`config.mk`:
```
export PLATFORM = sky130hd
export DESIGN_NAME = excPipeTop
export DESIGN_NICKNAME = d
export VERILOG_FILES = /design/src/verilog/excPkg.sv /design/src/verilog/excPipeTop.sv /design/src/verilog/retireCredit.sv /design/src/verilog/exceptionHandler.sv /design/src/verilog/decodeStage.sv /design/src/verilog/fetchUnit.sv /design/src/verilog/pipeStage.sv
export SDC_FILE = /design/constraint.sdc
export NUM_CORES = 1
export LEC_CHECK = 0
export BUFFER_PORTS_ARGS = -buffer_cell sky130_fd_sc_hd__buf_2
export CORE_UTILIZATION = 64
export CTS_CLUSTER_DIAMETER = 80
export DETAILED_ROUTE_END_ITERATION = 8
export PLACE_DENSITY = 0.86
export SYNTH_ARGS = -nofsm -noshare
export SYNTH_HDL_FRONTEND = slang
export SYNTH_HIERARCHICAL = 1
export SYNTH_SLANG_ARGS = --single-unit
```
`constraint.sdc`:
```
create_clock -name clk -period 5.35 [get_ports clk]
set_input_delay 1.07 -clock clk [delete_from_list [all_inputs] [get_ports clk]]
set_output_delay 1.07 -clock clk [all_outputs]
set_load 0.005 [all_outputs]
```
`src/verilog/excPkg.sv`:
```
`default_nettype none

package excPkg;

  localparam int AddrWidth     = 32; // One word of instruction address
  localparam int RetireCredits = 4;  // Default depth of the retire consumer

  // Instruction class in bits 31..28, other codes decode as normal
  typedef enum logic [3:0] {
    OpNormal    = 4'h0,
    OpUndef     = 4'h1,
    OpSwi       = 4'h2,
    OpLoadFault = 4'h3  // Load that aborts once it reaches M
  } opClass_t;

  typedef enum logic [2:0] {
    ExcUndef    = 3'd0,
    ExcSwi      = 3'd1,
    ExcPrefetch = 3'd2,
    ExcData     = 3'd3,
    ExcIrq      = 3'd4,
    ExcFiq      = 3'd5
  } excCause_t;

  // F to D token
  typedef struct packed {
    logic                 valid;
    logic [AddrWidth-1:0] pc;
    logic [31:0]          instr;
    logic                 prefetchAbort; // Fetch port flagged this word
    logic                 clearMarker;   // Interrupt drain marker, pc holds P
  } fetchTok_t;

  // D to E, E to M and M to W token
  typedef struct packed {
    logic                 valid;
    logic [AddrWidth-1:0] pc;
    logic [31:0]          instr;         // Kept so that W can report it
    logic                 undef;
    logic                 swi;
    logic                 loadFault;     // Acted on in M only
    logic                 prefetchAbort;
    logic                 clearMarker;
  } execTok_t;

  typedef struct packed {
    logic [AddrWidth-1:0] pc;
    logic [31:0]          instr;
  } retireRec_t;

  typedef struct packed {
    excCause_t            cause;
    logic [AddrWidth-1:0] linkAddr;
  } excRec_t;

  // ARM vector table
  localparam logic [AddrWidth-1:0] VecUndef    = 'h04;
  localparam logic [AddrWidth-1:0] VecSwi      = 'h08;
  localparam logic [AddrWidth-1:0] VecPrefetch = 'h0C;
  localparam logic [AddrWidth-1:0] VecData     = 'h10;
  localparam logic [AddrWidth-1:0] VecIrq      = 'h18;
  localparam logic [AddrWidth-1:0] VecFiq      = 'h1C;

endpackage

`default_nettype wire
```
`src/verilog/excPipeTop.sv`:
```
`timescale 1ns/1ns
`default_nettype none

module excPipeTop #(
  parameter int AddrWidth     = excPkg::AddrWidth,
  parameter int RetireCredits = excPkg::RetireCredits
) (
  input  logic                         clk,
  input  logic                         rst,
  input  logic [31:0]                  instrWord,
  input  logic                         fetchAbort,
  input  logic                         irq,
  input  logic                         fiq,
  input  logic                         irqEnable,
  input  logic                         fiqEnable,
  input  logic                         creditReturn,
  output logic [excPkg::AddrWidth-1:0] instrAddr,
  output logic                         retireValid,
  output excPkg::retireRec_t           retireRec,
  output logic                         excValid,
  output excPkg::excRec_t              excRec
);
  import excPkg::*;

  fetchTok_t tokF;
  fetchTok_t tokD;
  execTok_t  tokDec;   // Decoded D token, input of stage E
  execTok_t  tokE;
  execTok_t  tokM;
  execTok_t  tokW;

  logic [AddrWidth-1:0] pcD;
  logic [AddrWidth-1:0] linkAddr;
  logic [6:0]           vectorOneHot;
  logic [1:0]           pcInSelect;
  excCause_t            excCause;
  logic pipelineClearF, pipelineClearD, pipelineClearM;
  logic flushD, flushE, flushM, flushW;
  logic stallD, stallF, savePc, globalStall;
  logic undefE, swiE, prefetchAbortE, loadFaultM;

  // Handler only sees E and M while the pipe moves, one event per token
  assign undefE         = tokE.undef & ~globalStall;
  assign swiE           = tokE.swi & ~globalStall;
  assign prefetchAbortE = tokE.prefetchAbort & ~globalStall;
  assign loadFaultM     = tokM.loadFault & ~globalStall;
  assign pipelineClearM = tokM.clearMarker & ~globalStall;
  assign stallF         = globalStall | stallD; // F waits whenever D holds

  fetchUnit #(.AddrWidth(AddrWidth)) fetch (
    .clk(clk), .rst(rst), .stall(stallF), .pcInSelect(pcInSelect),
    .vectorOneHot(vectorOneHot), .savePc(savePc), .pipelineClearF(pipelineClearF),
    .pcD(pcD), .instrWord(instrWord), .fetchAbort(fetchAbort),
    .instrAddr(instrAddr), .fetchTok(tokF), .linkAddr(linkAddr)
  );

  pipeStage #(.tok_t(fetchTok_t)) stageD (
    .clk(clk), .rst(rst), .stall(stallF), .flush(flushD), .d(tokF), .q(tokD)
  );

  decodeStage decode (
    .tokD(tokD), .tokE(tokDec), .pcD(pcD), .pipelineClearD(pipelineClearD)
  );

  pipeStage #(.tok_t(execTok_t)) stageE (
    .clk(clk), .rst(rst), .stall(globalStall), .flush(flushE), .d(tokDec), .q(tokE)
  );

  pipeStage #(.tok_t(execTok_t)) stageM (
    .clk(clk), .rst(rst), .stall(globalStall), .flush(flushM), .d(tokE), .q(tokM)
  );

  pipeStage #(.tok_t(execTok_t)) stageW (
    .clk(clk), .rst(rst), .stall(globalStall), .flush(flushW), .d(tokM), .q(tokW)
  );

  exceptionHandler handler (
    .clk(clk), .rst(rst), .undefE(undefE), .swiE(swiE),
    .prefetchAbortE(prefetchAbortE), .loadFaultM(loadFaultM),
    .irq(irq), .fiq(fiq), .irqEnable(irqEnable), .fiqEnable(fiqEnable),
    .pipelineClearD(pipelineClearD), .pipelineClearM(pipelineClearM),
    .pipelineClearF(pipelineClearF), .flushD(flushD), .flushE(flushE),
    .flushM(flushM), .flushW(flushW), .stallD(stallD), .savePc(savePc),
    .vectorOneHot(vectorOneHot), .pcInSelect(pcInSelect),
    .excValid(excValid), .excCause(excCause)
  );

  retireCredit #(.RetireCredits(RetireCredits)) retire (
    .clk(clk), .rst(rst), .tokW(tokW), .creditReturn(creditReturn),
    .globalStall(globalStall), .retireValid(retireValid), .retireRec(retireRec)
  );

  always_comb begin
    excRec.cause    = excCause;
    excRec.linkAddr = linkAddr; // Valid with excValid only
  end

endmodule

`default_nettype wire

```
`src/verilog/retireCredit.sv`:
```
`timescale 1ns/1ns
`default_nettype none

module retireCredit #(
  parameter int RetireCredits = excPkg::RetireCredits
) (
  input  logic               clk,
  input  logic               rst,
  input  excPkg::execTok_t   tokW,
  input  logic               creditReturn,
  output logic               globalStall,
  output logic               retireValid,
  output excPkg::retireRec_t retireRec
);

  localparam int CountWidth = $clog2(RetireCredits + 1);

  logic [CountWidth-1:0] credits;   // Records the consumer can still take
  logic                  hasCredit;
  logic                  wantRetire; // Real instruction sitting in W

  assign hasCredit   = credits != '0;
  assign wantRetire  = tokW.valid & ~tokW.clearMarker;
  assign retireValid = wantRetire & hasCredit;
  assign globalStall = wantRetire & ~hasCredit; // Freeze, W keeps its token

  always_comb begin
    retireRec.pc    = tokW.pc;
    retireRec.instr = tokW.instr;
  end

  always_ff @(posedge clk) begin
    if (rst) begin
      credits <= CountWidth'(RetireCredits);
    end else begin
      case ({retireValid, creditReturn})
        2'b10:   credits <= credits - CountWidth'(1);
        2'b01:   credits <= credits + CountWidth'(1);
        default: credits <= credits; // Both or neither
      endcase
    end
  end

endmodule

`default_nettype wire

```
`src/verilog/exceptionHandler.sv`:
```
`timescale 1ns/1ns
`default_nettype none

module exceptionHandler (
  input  logic              clk,
  input  logic              rst,
  input  logic              undefE,
  input  logic              swiE,
  input  logic              prefetchAbortE,
  input  logic              loadFaultM,
  input  logic              irq,
  input  logic              fiq,
  input  logic              irqEnable,
  input  logic              fiqEnable,
  input  logic              pipelineClearD,
  input  logic              pipelineClearM,
  output logic              pipelineClearF,
  output logic              flushD,
  output logic              flushE,
  output logic              flushM,
  output logic              flushW,
  output logic              stallD,
  output logic              savePc,
  output logic [6:0]        vectorOneHot,
  output logic [1:0]        pcInSelect,
  output logic              excValid,
  output excPkg::excCause_t excCause
);
  import excPkg::*;

  logic dataAbortCycle2; // Record cycle of a data abort
  logic irqEnSync;
  logic fiqEnSync;
  logic dataAbortAny;
  logic excE;            // Exception caught in E and not overridden
  logic clearReady;      // First marker in M, P marker behind it in D
  logic irqAssert;
  logic fiqAssert;

  always_ff @(posedge clk) begin
    if (rst) begin
      dataAbortCycle2 <= 1'b0;
      irqEnSync       <= 1'b0;
      fiqEnSync       <= 1'b0;
    end else begin
      dataAbortCycle2 <= loadFaultM; // M is flushed, so never two in a row
      irqEnSync       <= irqEnable;
      fiqEnSync       <= fiqEnable;
    end
  end

  assign dataAbortAny = loadFaultM | dataAbortCycle2;
  assign excE         = (undefE | swiE | prefetchAbortE) & ~dataAbortAny;
  assign clearReady   = pipelineClearM & pipelineClearD;

  always_comb begin
    irqAssert      = 1'b0;
    fiqAssert      = 1'b0;
    pipelineClearF = 1'b0;
    {flushD, flushE, flushM, flushW} = 4'b0000;
    stallD         = 1'b0;
    if (dataAbortAny) begin
      // Fault and younger work die, D keeps pc + 8 for the second cycle
      {flushD, flushE, flushM, flushW} = 4'b1111;
      stallD = loadFaultM;
    end else if (excE) begin
      // Fault stays out of M, older work in M still retires
      {flushD, flushE, flushM, flushW} = 4'b1110;
    end else if (fiq & fiqEnSync) begin
      fiqAssert      = clearReady;
      pipelineClearF = ~clearReady;             // Keep sending markers
      {flushD, flushE, flushM, flushW} = {4{clearReady}}; // Drop the markers
    end else if (irq & irqEnSync) begin
      irqAssert      = clearReady;              // Same drain as FIQ
      pipelineClearF = ~clearReady;
      {flushD, flushE, flushM, flushW} = {4{clearReady}};
    end
  end

  assign vectorOneHot = {fiqAssert, irqAssert, dataAbortCycle2,
                         prefetchAbortE & excE, swiE & excE, undefE & excE, rst};
  assign savePc   = |vectorOneHot;
  assign excValid = |vectorOneHot[6:1]; // Reset is not reported

  always_comb begin
    if (irqAssert | fiqAssert) begin
      pcInSelect = 2'b10;   // P + 4
    end else if (excE | dataAbortCycle2) begin
      pcInSelect = 2'b01;   // D pc as is
    end else begin
      pcInSelect = 2'b00;
    end
  end

  always_comb begin
    if (vectorOneHot[6]) excCause = ExcFiq;
    else if (vectorOneHot[5]) excCause = ExcIrq;
    else if (vectorOneHot[4]) excCause = ExcData;
    else if (vectorOneHot[3]) excCause = ExcPrefetch;
    else if (vectorOneHot[2]) excCause = ExcSwi;
    else excCause = ExcUndef;
  end

endmodule

`default_nettype wire

```
`src/verilog/decodeStage.sv`:
```
`timescale 1ns/1ns
`default_nettype none

module decodeStage (
  input  excPkg::fetchTok_t            tokD,
  output excPkg::execTok_t             tokE,
  output logic [excPkg::AddrWidth-1:0] pcD,
  output logic                         pipelineClearD
);
  import excPkg::*;

  opClass_t opClass;
  logic     live;    // Real instruction with a usable word

  assign opClass = opClass_t'(tokD.instr[31:28]);
  assign live    = tokD.valid & ~tokD.prefetchAbort; // Aborted word is garbage

  always_comb begin
    tokE.valid         = tokD.valid;
    tokE.pc            = tokD.pc;
    tokE.instr         = tokD.instr;
    tokE.undef         = 1'b0;
    tokE.swi           = 1'b0;
    tokE.loadFault     = 1'b0;
    tokE.prefetchAbort = tokD.prefetchAbort;
    tokE.clearMarker   = tokD.clearMarker;
    // At most one cause flag per token
    if (live) begin
      case (opClass)
        OpUndef:     tokE.undef     = 1'b1;
        OpSwi:       tokE.swi       = 1'b1;
        OpLoadFault: tokE.loadFault = 1'b1;
        default:     ;  // Normal
      endcase
    end
  end

  // Seen by the handler for link and drain control
  assign pcD            = tokD.pc;
  assign pipelineClearD = tokD.clearMarker;

endmodule

`default_nettype wire

```
`src/verilog/fetchUnit.sv`:
```
`timescale 1ns/1ns
`default_nettype none

module fetchUnit #(
  parameter int AddrWidth = excPkg::AddrWidth
) (
  input  logic                         clk,
  input  logic                         rst,
  input  logic                         stall,
  input  logic [1:0]                   pcInSelect,
  input  logic [6:0]                   vectorOneHot,
  input  logic                         savePc,
  input  logic                         pipelineClearF,
  input  logic [excPkg::AddrWidth-1:0] pcD,
  input  logic [31:0]                  instrWord,
  input  logic                         fetchAbort,
  output logic [excPkg::AddrWidth-1:0] instrAddr,
  output excPkg::fetchTok_t            fetchTok,
  output logic [excPkg::AddrWidth-1:0] linkAddr
);
  import excPkg::*;

  logic [AddrWidth-1:0] pc;      // Address fetched this cycle
  logic [AddrWidth-1:0] vecAddr; // Vector chosen by the handler

  // Highest priority cause first, bit 0 is the reset request
  always_comb begin
    vecAddr = '0;
    if (vectorOneHot[6]) vecAddr = AddrWidth'(VecFiq);
    else if (vectorOneHot[5]) vecAddr = AddrWidth'(VecIrq);
    else if (vectorOneHot[4]) vecAddr = AddrWidth'(VecData);
    else if (vectorOneHot[3]) vecAddr = AddrWidth'(VecPrefetch);
    else if (vectorOneHot[2]) vecAddr = AddrWidth'(VecSwi);
    else if (vectorOneHot[1]) vecAddr = AddrWidth'(VecUndef);
    else if (vectorOneHot[0]) vecAddr = '0;
  end

  always_ff @(posedge clk) begin
    if (rst) begin
      pc <= '0;
    end else if (savePc) begin
      pc <= vecAddr;                 // Redirect to the vector table
    end else if (stall | pipelineClearF) begin
      pc <= pc;                      // Held PC becomes P for a clear marker
    end else begin
      pc <= pc + AddrWidth'(4);
    end
  end

  assign instrAddr = pc;

  // While draining for an interrupt only markers leave F
  always_comb begin
    fetchTok.valid         = ~pipelineClearF;
    fetchTok.pc            = pc;
    fetchTok.instr         = pipelineClearF ? 32'd0 : instrWord; // Marker has no opcode
    fetchTok.prefetchAbort = fetchAbort & ~pipelineClearF;
    fetchTok.clearMarker   = pipelineClearF;
  end

  // Link address from the D pc
  always_comb begin
    case (pcInSelect)
      2'b10:   linkAddr = pcD + 'd4; // Interrupt, D holds P
      default: linkAddr = pcD;       // D already one or two words ahead
    endcase
  end

endmodule

`default_nettype wire

```
`src/verilog/pipeStage.sv`:
```
`timescale 1ns/1ns
`default_nettype none

// One pipeline register between two stages
// Stall holds the token, flush loads a bubble, stall wins over flush
module pipeStage #(
  parameter type tok_t = logic
) (
  input  logic clk,
  input  logic rst,
  input  logic stall,
  input  logic flush,
  input  tok_t d,
  output tok_t q
);

  always_ff @(posedge clk) begin
    if (rst) begin
      q <= '0;           // All zero means invalid
    end else if (stall) begin
      q <= q;            // Hold for this cycle
    end else if (flush) begin
      q <= '0;           // Bubble
    end else begin
      q <= d;
    end
  end

endmodule

`default_nettype wire

```
Word-level counts from Yosys, hierarchy flattened
Cells that the tools add are included.
{ "word_totals": {"reg_bits": 311, "in_bits": 40, "out_inout_bits": 133, "elab_cells": 119} }
{ "op_classes": {"n_addsub": 4, "eq_ne": 7, "mux": 43, "bitwise": 31, "n_reduce_logical": 4} }
{ "ops": {"columns": ["operator", "n"], "rows": [
  ["$mux W32", 9],
  ["$mux W70", 3],
  ["$mux W67", 1],
  ["$add A32 B3 Y32 const B", 2],
  ["$mux W1", 22],
  ["$mux W3", 6],
  ["$and A1 B1 Y1", 17],
  ["$eq A4 B2 Y1 const B", 2],
  ["$not A1 Y1", 7],
  ["$or A1 B1 Y1", 7],
  ["$reduce_or A7 Y1", 1],
  ["$pmux W3 S2", 1],
  ["$reduce_or A6 Y1", 1],
  ["$eq A2 B2 Y1 const B", 2],
  ["$eq A4 B1 Y1 const B", 1],
  ["$add A3 B1 Y3 const B", 1],
  ["$reduce_bool A3 Y1", 1],
  ["$sub A3 B1 Y3 const B", 1],
  ["$eq A2 B1 Y1 const B", 1],
  ["$mux W2", 1],
  ["$ne A2 B1 Y1 const B", 1],
  ["$reduce_bool A2 Y1", 1]
]} }

Depth between registers and ports, before layout
Gate-level depths: netlist of the first run.
{ "logic_depth": {"depth_word": 16, "ltp_mapped": 12, "depth_no_buf": 10} }

Hierarchy
Netlist of the first run, hierarchy kept.
{ "by_module_without_submodules": {"columns": ["mod", "instances", "cells_each", "area_each_um2", "seq_area_each_um2"], "rows": [
  ["pipeStage at stageE ...", 3, 312, 2767.7, 1401.3],
  ["pipeStage at stageD", 1, 298, 2876.5, 1341.3],
  ["fetchUnit", 1, 349, 2662.6, 600.6],
  ["decodeStage", 1, 105, 797.0, 0.0],
  ["retireCredit", 1, 83, 656.9, 60.1],
  ["exceptionHandler", 1, 43, 311.5, 60.1],
  ["excPipeTop", 1, 6, 50.0, 0.0]
]} }

Worst setup path before layout of the first run
No wires, ideal clock.
{ "synth_path": {"path_type": "reg-to-output", "start": "register retire.credits[0]", "end": "output port excRec[12] (netlist bit)", "t_arrival_ps": 2886, "required_ps": 4280, "path_slack_ps": 1394, "path_stages_with_launch": 10, "path_buffers": 0, "path_cell_list": "dfxtp_1 -> nor3_1 -> and3_1 -> and2b_2 -> or3_4 -> a21o_2 -> and4b_1 -> nor3b_1 -> and3_1 -> xor2_1"} }
{ "synth_lines": {"columns": ["item", "line_no", "rtl"], "rows": [
  ["start, declared", "retireCredit.sv:18", "logic [CountWidth-1:0] credits;"],
  ["start signal, assigned", "retireCredit.sv:34", "credits <= CountWidth'(RetireCredits);"],
  ["start signal, assigned", "retireCredit.sv:37", "2'b10: credits <= credits - CountWidth'(1);"],
  ["start signal, assigned", "retireCredit.sv:38", "2'b01: credits <= credits + CountWidth'(1);"],
  ["end, declared", "excPipeTop.sv:21", "output excPkg::excRec_t excRec"]
]} }

==> results of run 1 <==
-- worst reg2reg max path: stages (launching register included) --
cell	delay (ns)
dfxtp_1	0.35
nor3_1	0.26
and3_4	0.28
and2b_2	0.27
or2_2	0.58
o21bai_4	0.35
nand4_1	0.48
or4_1	0.57
a21oi_1	0.15
-- per-stage QoR --
step	setup WS [ns]	hold slack [ns]	instances	util (%)	cell area, sq um
after detailed placement	0.967	0.455	1952	61.6	14500
after floorplan	1.39	0.436	1794	-	15400
final	0.318	0.461	2006	65.6	15400
after global routing	0.108	0.490	2006	65.6	15400
after CTS	0.370	0.464	2006	65.6	15400
after global placement	1.03	0.444	1952	61.6	14500
-- final timing paths --
check                                                    start                               end  slack, ns  depth (start not counted)
worst min register to register       stageE/q[68]$_SDFFE_PP0N_         stageE/q[68]$_SDFFE_PP0N_       0.46                          2
worst max-delay path            retire/credits[0]$_SDFFE_PP0P_                        excRec[31]       0.32                         10
worst max register to register  retire/credits[0]$_SDFFE_PP0P_  fetch/instrAddr[26]$_SDFFE_PP0N_       1.98                          8
worst min-delay path                 stageE/q[68]$_SDFFE_PP0N_         stageE/q[68]$_SDFFE_PP0N_       0.46                          2
-- power breakdown --
part	internal (mW)	leakage (nW)	switching (mW)
clock	1.13	0.449	0.859
sequential	2.34	2.48	0.0428
combinational	0.129	2.62	0.184
total	3.60	5.55	1.09
-- state kept, by name (all words and copies together) (netlist names) --
signal and cells:
stageM/q 67, fetch/instrAddr 30, handler/irqEnSync 1, handler/dataAbortCycle2 1
stageW/q 66, handler/fiqEnSync 1, stageD/q 67, retire/credits 3
stageE/q 70
-- metal layers --
| layer | track usage (%) | vias to the layer above |
|---|---|---|
| met5 | 0 | - |
| met4 | 5.59 | 0 |
| met1 | 40.5 | 5166 |
| li1 | - | 5627 |
| met2 | 35.0 | 344 |
| met3 | 3.66 | 36 |
-- placed cells by master (no fill, tap or decap), types with 10 or more instances in the layout --
cell type / count
a21oi_1: 25
dfxtp_1: 306
buf_4: 10
xor2_1: 17
nand2_1: 295
nand2b_1: 266
nor2_1: 22
and3_1: 10
o21ai_0: 15
nor2b_1: 37
o22ai_1: 196
xnor2_1: 21
clkbuf_16: 31
buf_2: 169
or3_1: 12
nand4_1: 23
o22ai_2: 70
clkbuf_1: 12
nand3_1: 18
inv_1: 13
-- cell type report --
| class | count | area (sq um) | area share [%] |
|---|---|---|---|
| clock inverter | 6 | 42.5 | 0.276 |
| timing repair buffer | 181 | 956 | 6.19 |
| tap | 319 | 399 | 2.59 |
| clock buffer | 48 | 890 | 5.76 |
| multi-input combinational | 1133 | 6970 | 45.2 |
| inverter | 13 | 48.8 | 0.316 |
| sequential | 306 | 6130 | 39.7 |
==> impl_metrics.tcl, run 1 <==
set metrics [dict create \
    status "finished, final reports clean" \
    crit_buf_inv 1 \
    initial_core_util_pct 65.4 \
    cts-resized-gates 0 \
    cts_hold_buf 0 \
    num_rows 56 \
    slew_viol_final 0 \
    die_w_microns 157 \
    antenna_found_initial 0 \
    top_layer "met4" \
    drive_gt1_share_pct 19.4 \
    drc 0 \
    tns_ns 0 \
    cts_tree "done" \
    finalSetupViolCount 0 \
    drtAntennaViolNets 0 \
    finalCriticalPeriod_ns 5.03 \
    period_share_pct 94.0 \
    ys_warn_count 6 \
    arrival_ns 3.96 \
    grt_setup_unrepaired "false" \
    avgRoutedWirePerCell_microns 16.1 \
    p_leak_nw 5.55 \
    cts.sinks 306 \
    n_fill_cell 1973 \
    clk_latency_ns 0.56 \
    hold_viol 0 \
    max_freq_mhz 199 \
    power_density_mw_per_mm2 304 \
    grt_pass1_wl_mm 51.1 \
    critPathMaxFanout 10 \
    h-tree-depth 1 \
    worst_pin_slew_ns 1.15 \
    hp-class "reg -> reg" \
    cpPeakStageDelay_ns 0.70 \
    cap_violations 0 \
    cts.path.max_buffers 3 \
    first_pass_iters 5 \
    fin_skew_ns 0.0149 \
    clk_pin_slew_ns 0.06 \
    cts_inserted_buffers 31 \
    syn-cell-area_sq_mm 0.0154 \
    antenna_cells 0 \
    fp.dieArea_sq_mm 0.0247 \
    ios 173 \
    grtUsageTotal_pct 25.3 \
    critPathCaptureType "output port" \
    avgSynthCellArea_sq_um 8.60 \
    synthToLayoutAreaGrowth_pct 0.236 \
    cts_setup_buffers 0 \
    overflow 0 \
    crit_type "reg -> out" \
    grt_pass1_vias 9885 \
    required_ns 4.28 \
    vias 11200 \
    fin_total_pwr_mw 4.68 \
    gp_congestion 0.882 \
    ir_drop_v 0.000213 \
    critPathTopFamily "simple AND/OR/NAND/NOR gates" \
    path_cells "nor3_1, and3_4, and2b_2, or3_4, a21o_2, nand4b_1, nor4_1, nand4_1, xnor2_1, buf_2" \
    final_nets 1710 \
    route.met2.wl_mm 13.2 \
    fp.dieH_microns 157 \
    routed_wl_mm 32.3 \
    routed-wl-met3_mm 2.28 \
    viasPerCell 5.57 \
    syn_inst 1791 \
    cts_root_buf "clkbuf_16" \
    met1_length_mm 16.4 \
    grt_max_degree 233 \
    coreArea_sq_mm 0.0235 \
    hpwlAfterDp_mm 21.0 \
    drt_iter0_markers 937 \
    relSlewSlack_pct 23.3 \
    io_buffers 170 \
    cp-start-kind "flip-flop" \
    critPathSlowestCell "nor4_1" \
]
Note: power is estimated with default switching activity, not from simulation.
==> inputs of run 2 (changes only) <==
CORE_UTILIZATION = 59   (was 64)
PLACE_DENSITY = 0.8   (was 0.86)
clock period = 5.7 ns   (was 5.35 ns; I/O delays follow)
==> impl_metrics.tcl, run 2 (same netlist as run 1, synthesis figures left out) <==
set metrics [dict create \
    antenna_cells 0 \
    avgRoutedWirePerCell_microns 16.1 \
    p_leak_nw 5.65 \
    cts.sinks 306 \
    n_fill_cell 2271 \
    cts_inserted_buffers 31 \
    critPathTopFamily "simple AND/OR/NAND/NOR gates" \
    hpwlAfterDp_mm 21.3 \
    clk_latency_ns 0.55 \
    drive_gt1_share_pct 20.0 \
    routed_wl_mm 32.5 \
    critPathMaxFanout 11 \
    fp.dieArea_sq_mm 0.0267 \
    finalSetupViolCount 0 \
    drt_iter0_markers 852 \
    initial_core_util_pct 60.6 \
    cts_tree "done" \
    hold_viol 0 \
    p_seq_share_pct 47.7 \
    largest_reg_flops 70 \
    final_nets 1711 \
    finalCriticalPeriod_ns 5.08 \
    grt_setup_unrepaired "false" \
    h-tree-depth 1 \
    gp_congestion 0.900 \
    largestRegisters "stageE/q: 70 flops, stageD/q: 67 flops, stageM/q: 67 flops" \
    crit_buf_inv 1 \
    critPathCaptureType "output port" \
    ios 173 \
    cts_root_buf "clkbuf_16" \
    io_buffers 170 \
    ir_drop_v 0.000199 \
    period_share_pct 89.2 \
    cts_hold_buf 0 \
    max_freq_mhz 197 \
    path_cells "nor3_1, and3_4, and2b_2, or3_4, a21o_2, and4b_1, nor3b_1, and3_1, xor2_1, buf_2" \
    drtAntennaViolNets 0 \
    cpPeakStageDelay_ns 0.62 \
    power_frac_clock_pct 45.9 \
    arrival_ns 3.94 \
    viasPerCell 5.45 \
    clk_pin_slew_ns 0.06 \
    hp-class "reg -> reg" \
    cap_violations 0 \
    tns_ns 0 \
    top_register "stageE/q" \
    cts_setup_buffers 0 \
    antenna_found_initial 0 \
    layout_commonest_cell "dfxtp_1" \
    worst_pin_slew_ns 1.02 \
    status "finished, final reports clean" \
    cts.path.max_buffers 3 \
    p_int_mw 3.65 \
    fp.dieH_microns 164 \
    cp-start-kind "flip-flop" \
    combPwrFrac_pct 6.3 \
    overflow 0 \
    cts-resized-gates 0 \
    grt_max_degree 296 \
    swShare_pct 22.0 \
    first_pass_iters 5 \
    required_ns 4.56 \
    drc 0 \
    num_rows 58 \
    crit_type "reg -> out" \
    p_switching_mw 1.03 \
    power_density_mw_per_mm2 299 \
    relSlewSlack_pct 32.2 \
    final_cell_mix "dfxtp_1 (306), nand2_1 (295), nand2b_1 (266), o22ai_1 (196), buf_2 (169)" \
    grt_pass1_wl_mm 51.5 \
    grtUsageTotal_pct 23.4 \
    die_w_microns 164 \
    grt_pass1_vias 9807 \
    fin_skew_ns 0.0126 \
    synthToLayoutAreaGrowth_pct 1.55 \
    critPathSlowestCell "nor3b_1" \
    vias 11000 \
    fin_total_pwr_mw 4.68 \
    slew_viol_final 0 \
    coreArea_sq_mm 0.0254 \
]
## run 2: changes by cell type in the layout (fill, tap and decap cells not counted)
| cell | before | now |
|---|---|---|
| clkbuf_1 | 12 | 7 |
| bufinv_16 | 0 | 4 |
| clkbuf_8 | 5 | 12 |
| buf_4 | 10 | 11 |
| inv_6 | 2 | 1 |
| clkinvlp_4 | 2 | 1 |
## run 2: path summary, 6_finish.rpt
path,start,endpoint,slack (ns),depth (start not counted)
worst max register to register,retire/credits[0]$_SDFFE_PP0P_,stageW/q[16]$_SDFFE_PP0N_,2.28,8
worst min register to register,stageM/q[68]$_SDFFE_PP0N_,stageM/q[68]$_SDFFE_PP0N_,0.47,2
worst max-delay path,retire/credits[0]$_SDFFE_PP0P_,excRec[12],0.62,10
worst min-delay path,stageM/q[68]$_SDFFE_PP0N_,stageM/q[68]$_SDFFE_PP0N_,0.47,2
## run 2: power by group through the flow
stage / combinational [mW] / clock (mW) / sequential [mW]
3_3_place_gp: 0.289 / 0 / 2.27
2_1_floorplan: 0.290 / 0 / 2.26
4_1_cts: 0.296 / 2.18 / 2.23
5_1_grt: 0.323 / 2.28 / 2.24
6_report: 0.296 / 2.15 / 2.23
3_5_place_dp: 0.295 / 0 / 2.28
## run 2: cell type report
type / instances / area, sq um / area share (%)
clock buffers: 50 / 967 / 6.19
clock inverters: 8 / 146 / 0.936
inverters: 13 / 48.8 / 0.312
multi-input cells: 1133 / 6970 / 44.6
flip-flops and latches: 306 / 6130 / 39.2
well taps: 330 / 413 / 2.64
repair buffers: 182 / 963 / 6.16
## run 2: routing by layer
layer	routed length, microns	GRT usage [%]	vias up
li1	-	-	5632
met1	17100	38.0	5033
met2	13200	32.2	321
met3	1830	3.00	37
met4	365	4.55	0
met5	0	0	-
## run 2: metrics by stage
stage | hold slack (ns) | utilization (%) | cells | setup slack, ns | area, sq um
2_1_floorplan | 0.436 | - | 1794 | 1.67 | 15400
3_3_place_gp | 0.446 | 57.2 | 1964 | 1.30 | 14500
3_5_place_dp | 0.458 | 57.2 | 1964 | 1.22 | 14500
4_1_cts | 0.465 | 61.6 | 2022 | 0.591 | 15600
5_1_grt | 0.488 | 61.6 | 2022 | 0.331 | 15600
6_report | 0.469 | 61.6 | 2022 | 0.617 | 15600
## run 2: worst min-delay path, stage by stage (launching register included)
cell     delay (ns)
dfxtp_1        0.31
nand2_1        0.06
a21oi_1        0.05
==> inputs of run 3 (changes only) <==
CORE_UTILIZATION = 45   (was 59)
CTS_BUF_LIST = sky130_fd_sc_hd__clkbuf_4 sky130_fd_sc_hd__clkbuf_8   (was unset)
PLACE_DENSITY = unset   (was 0.8)
==> impl_metrics.tcl, run 3 (same netlist as run 1, synthesis figures left out) <==
set metrics [dict create \
    status "finished, final reports clean" \
    period_share_pct 89.5 \
    cpPeakStageDelay_ns 0.66 \
    antenna_found_initial 0 \
    final_nets 1729 \
    fin_cells 2170 \
    hold-worst-slack_ns 0.459 \
    synthToLayoutAreaGrowth_pct 2.21 \
    path_cells "nor3_1, and3_4, and2b_2, or3_4, a21o_2, and4b_1, nor3b_1, and3_1, xor2_1, buf_2" \
    cp-start-kind "flip-flop" \
    top_register "stageE/q" \
    pre_cts_ws_ns 1.18 \
    die_w_microns 187 \
    crit_type "reg -> out" \
    fin_total_pwr_mw 4.55 \
    layout_commonest_cell "dfxtp_1" \
    antenna_cells 0 \
    cts_root_buf "clkbuf_8" \
    fp.dieArea_sq_mm 0.0350 \
    tns_ns 0 \
    cap_violations 0 \
    hp-class "reg -> reg" \
    hpwlAfterDp_mm 22.6 \
    fin_skew_ns 0.0191 \
    drc 0 \
    arrival_ns 3.96 \
    clk_pin_slew_ns 0.06 \
    coreArea_sq_mm 0.0336 \
    largest_reg_flops 70 \
    h-tree-depth 2 \
    num_rows 67 \
    gp_congestion 0.874 \
    cts_inserted_buffers 50 \
    grt_max_degree 287 \
    grt_pass1_vias 9999 \
    grt_pass1_wl_mm 56.2 \
    required_ns 4.56 \
    finalCriticalPeriod_ns 5.10 \
    cts-resized-gates 0 \
    drtAntennaViolNets 0 \
    initial_core_util_pct 45.8 \
    slew_viol_final 0 \
    vias 10900 \
    cts_tree "done" \
    worst_slack_ns 0.599 \
    viasPerCell 5.02 \
    drt_iter0_markers 752 \
    finalSetupViolCount 0 \
    critPathTopFamily "simple AND/OR/NAND/NOR gates" \
    drive_gt1_share_pct 21.8 \
    cts_hold_buf 0 \
    grtUsageTotal_pct 19.3 \
    relSlewSlack_pct 23.7 \
    worst_pin_slew_ns 1.14 \
    cts.sinks 306 \
    p_leak_nw 5.67 \
    cts.path.max_buffers 3 \
    cts_setup_buffers 0 \
    ir_drop_v 0.000198 \
    routed_wl_mm 34.8 \
    fp.dieH_microns 187 \
    overflow 0 \
    final_cell_mix "dfxtp_1 (306), nand2_1 (295), nand2b_1 (266), o22ai_1 (196), buf_2 (169)" \
    power_density_mw_per_mm2 289 \
    hold_viol 0 \
    critPathCaptureType "output port" \
    largestRegisters "stageE/q: 70 flops, stageD/q: 67 flops, stageM/q: 67 flops" \
    max_freq_mhz 196 \
    critPathMaxFanout 7 \
    grt_setup_unrepaired "false" \
    first_pass_iters 5 \
    io_buffers 170 \
    crit_buf_inv 1 \
    dp.cells 2081 \
    critPathSlowestCell "nor3b_1" \
    avgRoutedWirePerCell_microns 16.0 \
    ios 173 \
    clk_latency_ns 0.56 \
]
run 3: cell count changes in the layout (fill, tap and decap cells not counted), sizes merged:
cell and change:
clkinvlp +1, buf -1, bufinv -2, clkbuf +32
run 3: layout make-up:
class / instances / area, sq um
Timing Repair Buffer: 181 / 956
Sequential cell: 306 / 6130
Inverter: 13 / 48.8
Multi-Input combinational cell: 1133 / 6970
Clock inverter: 7 / 93.8
Clock buffer: 82 / 978
Fill cell: 3360 / 17900
Tap cell: 448 / 561
run 3: where the power goes:
group / total, mW / switching (mW) / internal, mW / leakage (nW)
sequential: 2.23 / 0.0404 / 2.19 / 2.48
clock: 2.01 / 0.842 / 1.17 / 0.568
combinational: 0.298 / 0.178 / 0.121 / 2.62
run 3: worst paths after layout:
check | endpoint | cells after the start | slack (ns) | from
worst max-delay path | excRec[12] | 10 | 0.60 | retire/credits[0]$_SDFFE_PP0P_
worst min-delay path | stageE/q[68]$_SDFFE_PP0N_ | 2 | 0.46 | stageE/q[68]$_SDFFE_PP0N_
worst max register to register | fetch/instrAddr[28]$_SDFFE_PP0N_ | 9 | 2.08 | retire/credits[0]$_SDFFE_PP0P_
worst min register to register | stageE/q[68]$_SDFFE_PP0N_ | 2 | 0.46 | stageE/q[68]$_SDFFE_PP0N_
run 3: worst min-delay path, delay by kind of cell, from the launching register on:
| family | cells | cell delay (ns) |
|---|---|---|
| AND/OR/NAND/NOR | 1 | 0.06 |
| flip-flops | 1 | 0.31 |
| AO/OA/AOI/OAI | 1 | 0.05 |
run 3: routing by layer:
| metal | vias up | track usage [%] | routed length, microns |
|---|---|---|---|
| met5 | - | 0 | 0 |
| met1 | 4948 | 32.4 | 19600 |
| met4 | 0 | 4.67 | 515 |
| li1 | 5670 | - | - |
| met3 | 40 | 3.32 | 1490 |
| met2 | 243 | 24.4 | 13100 |
run 3: per-stage QoR:
stage	area [sq um]	utilization, %
global route	15700	46.8
detailed placement	14700	43.6
floorplan	15400	-
global placement	14700	43.6
finish	15700	46.8
CTS	15700	46.8
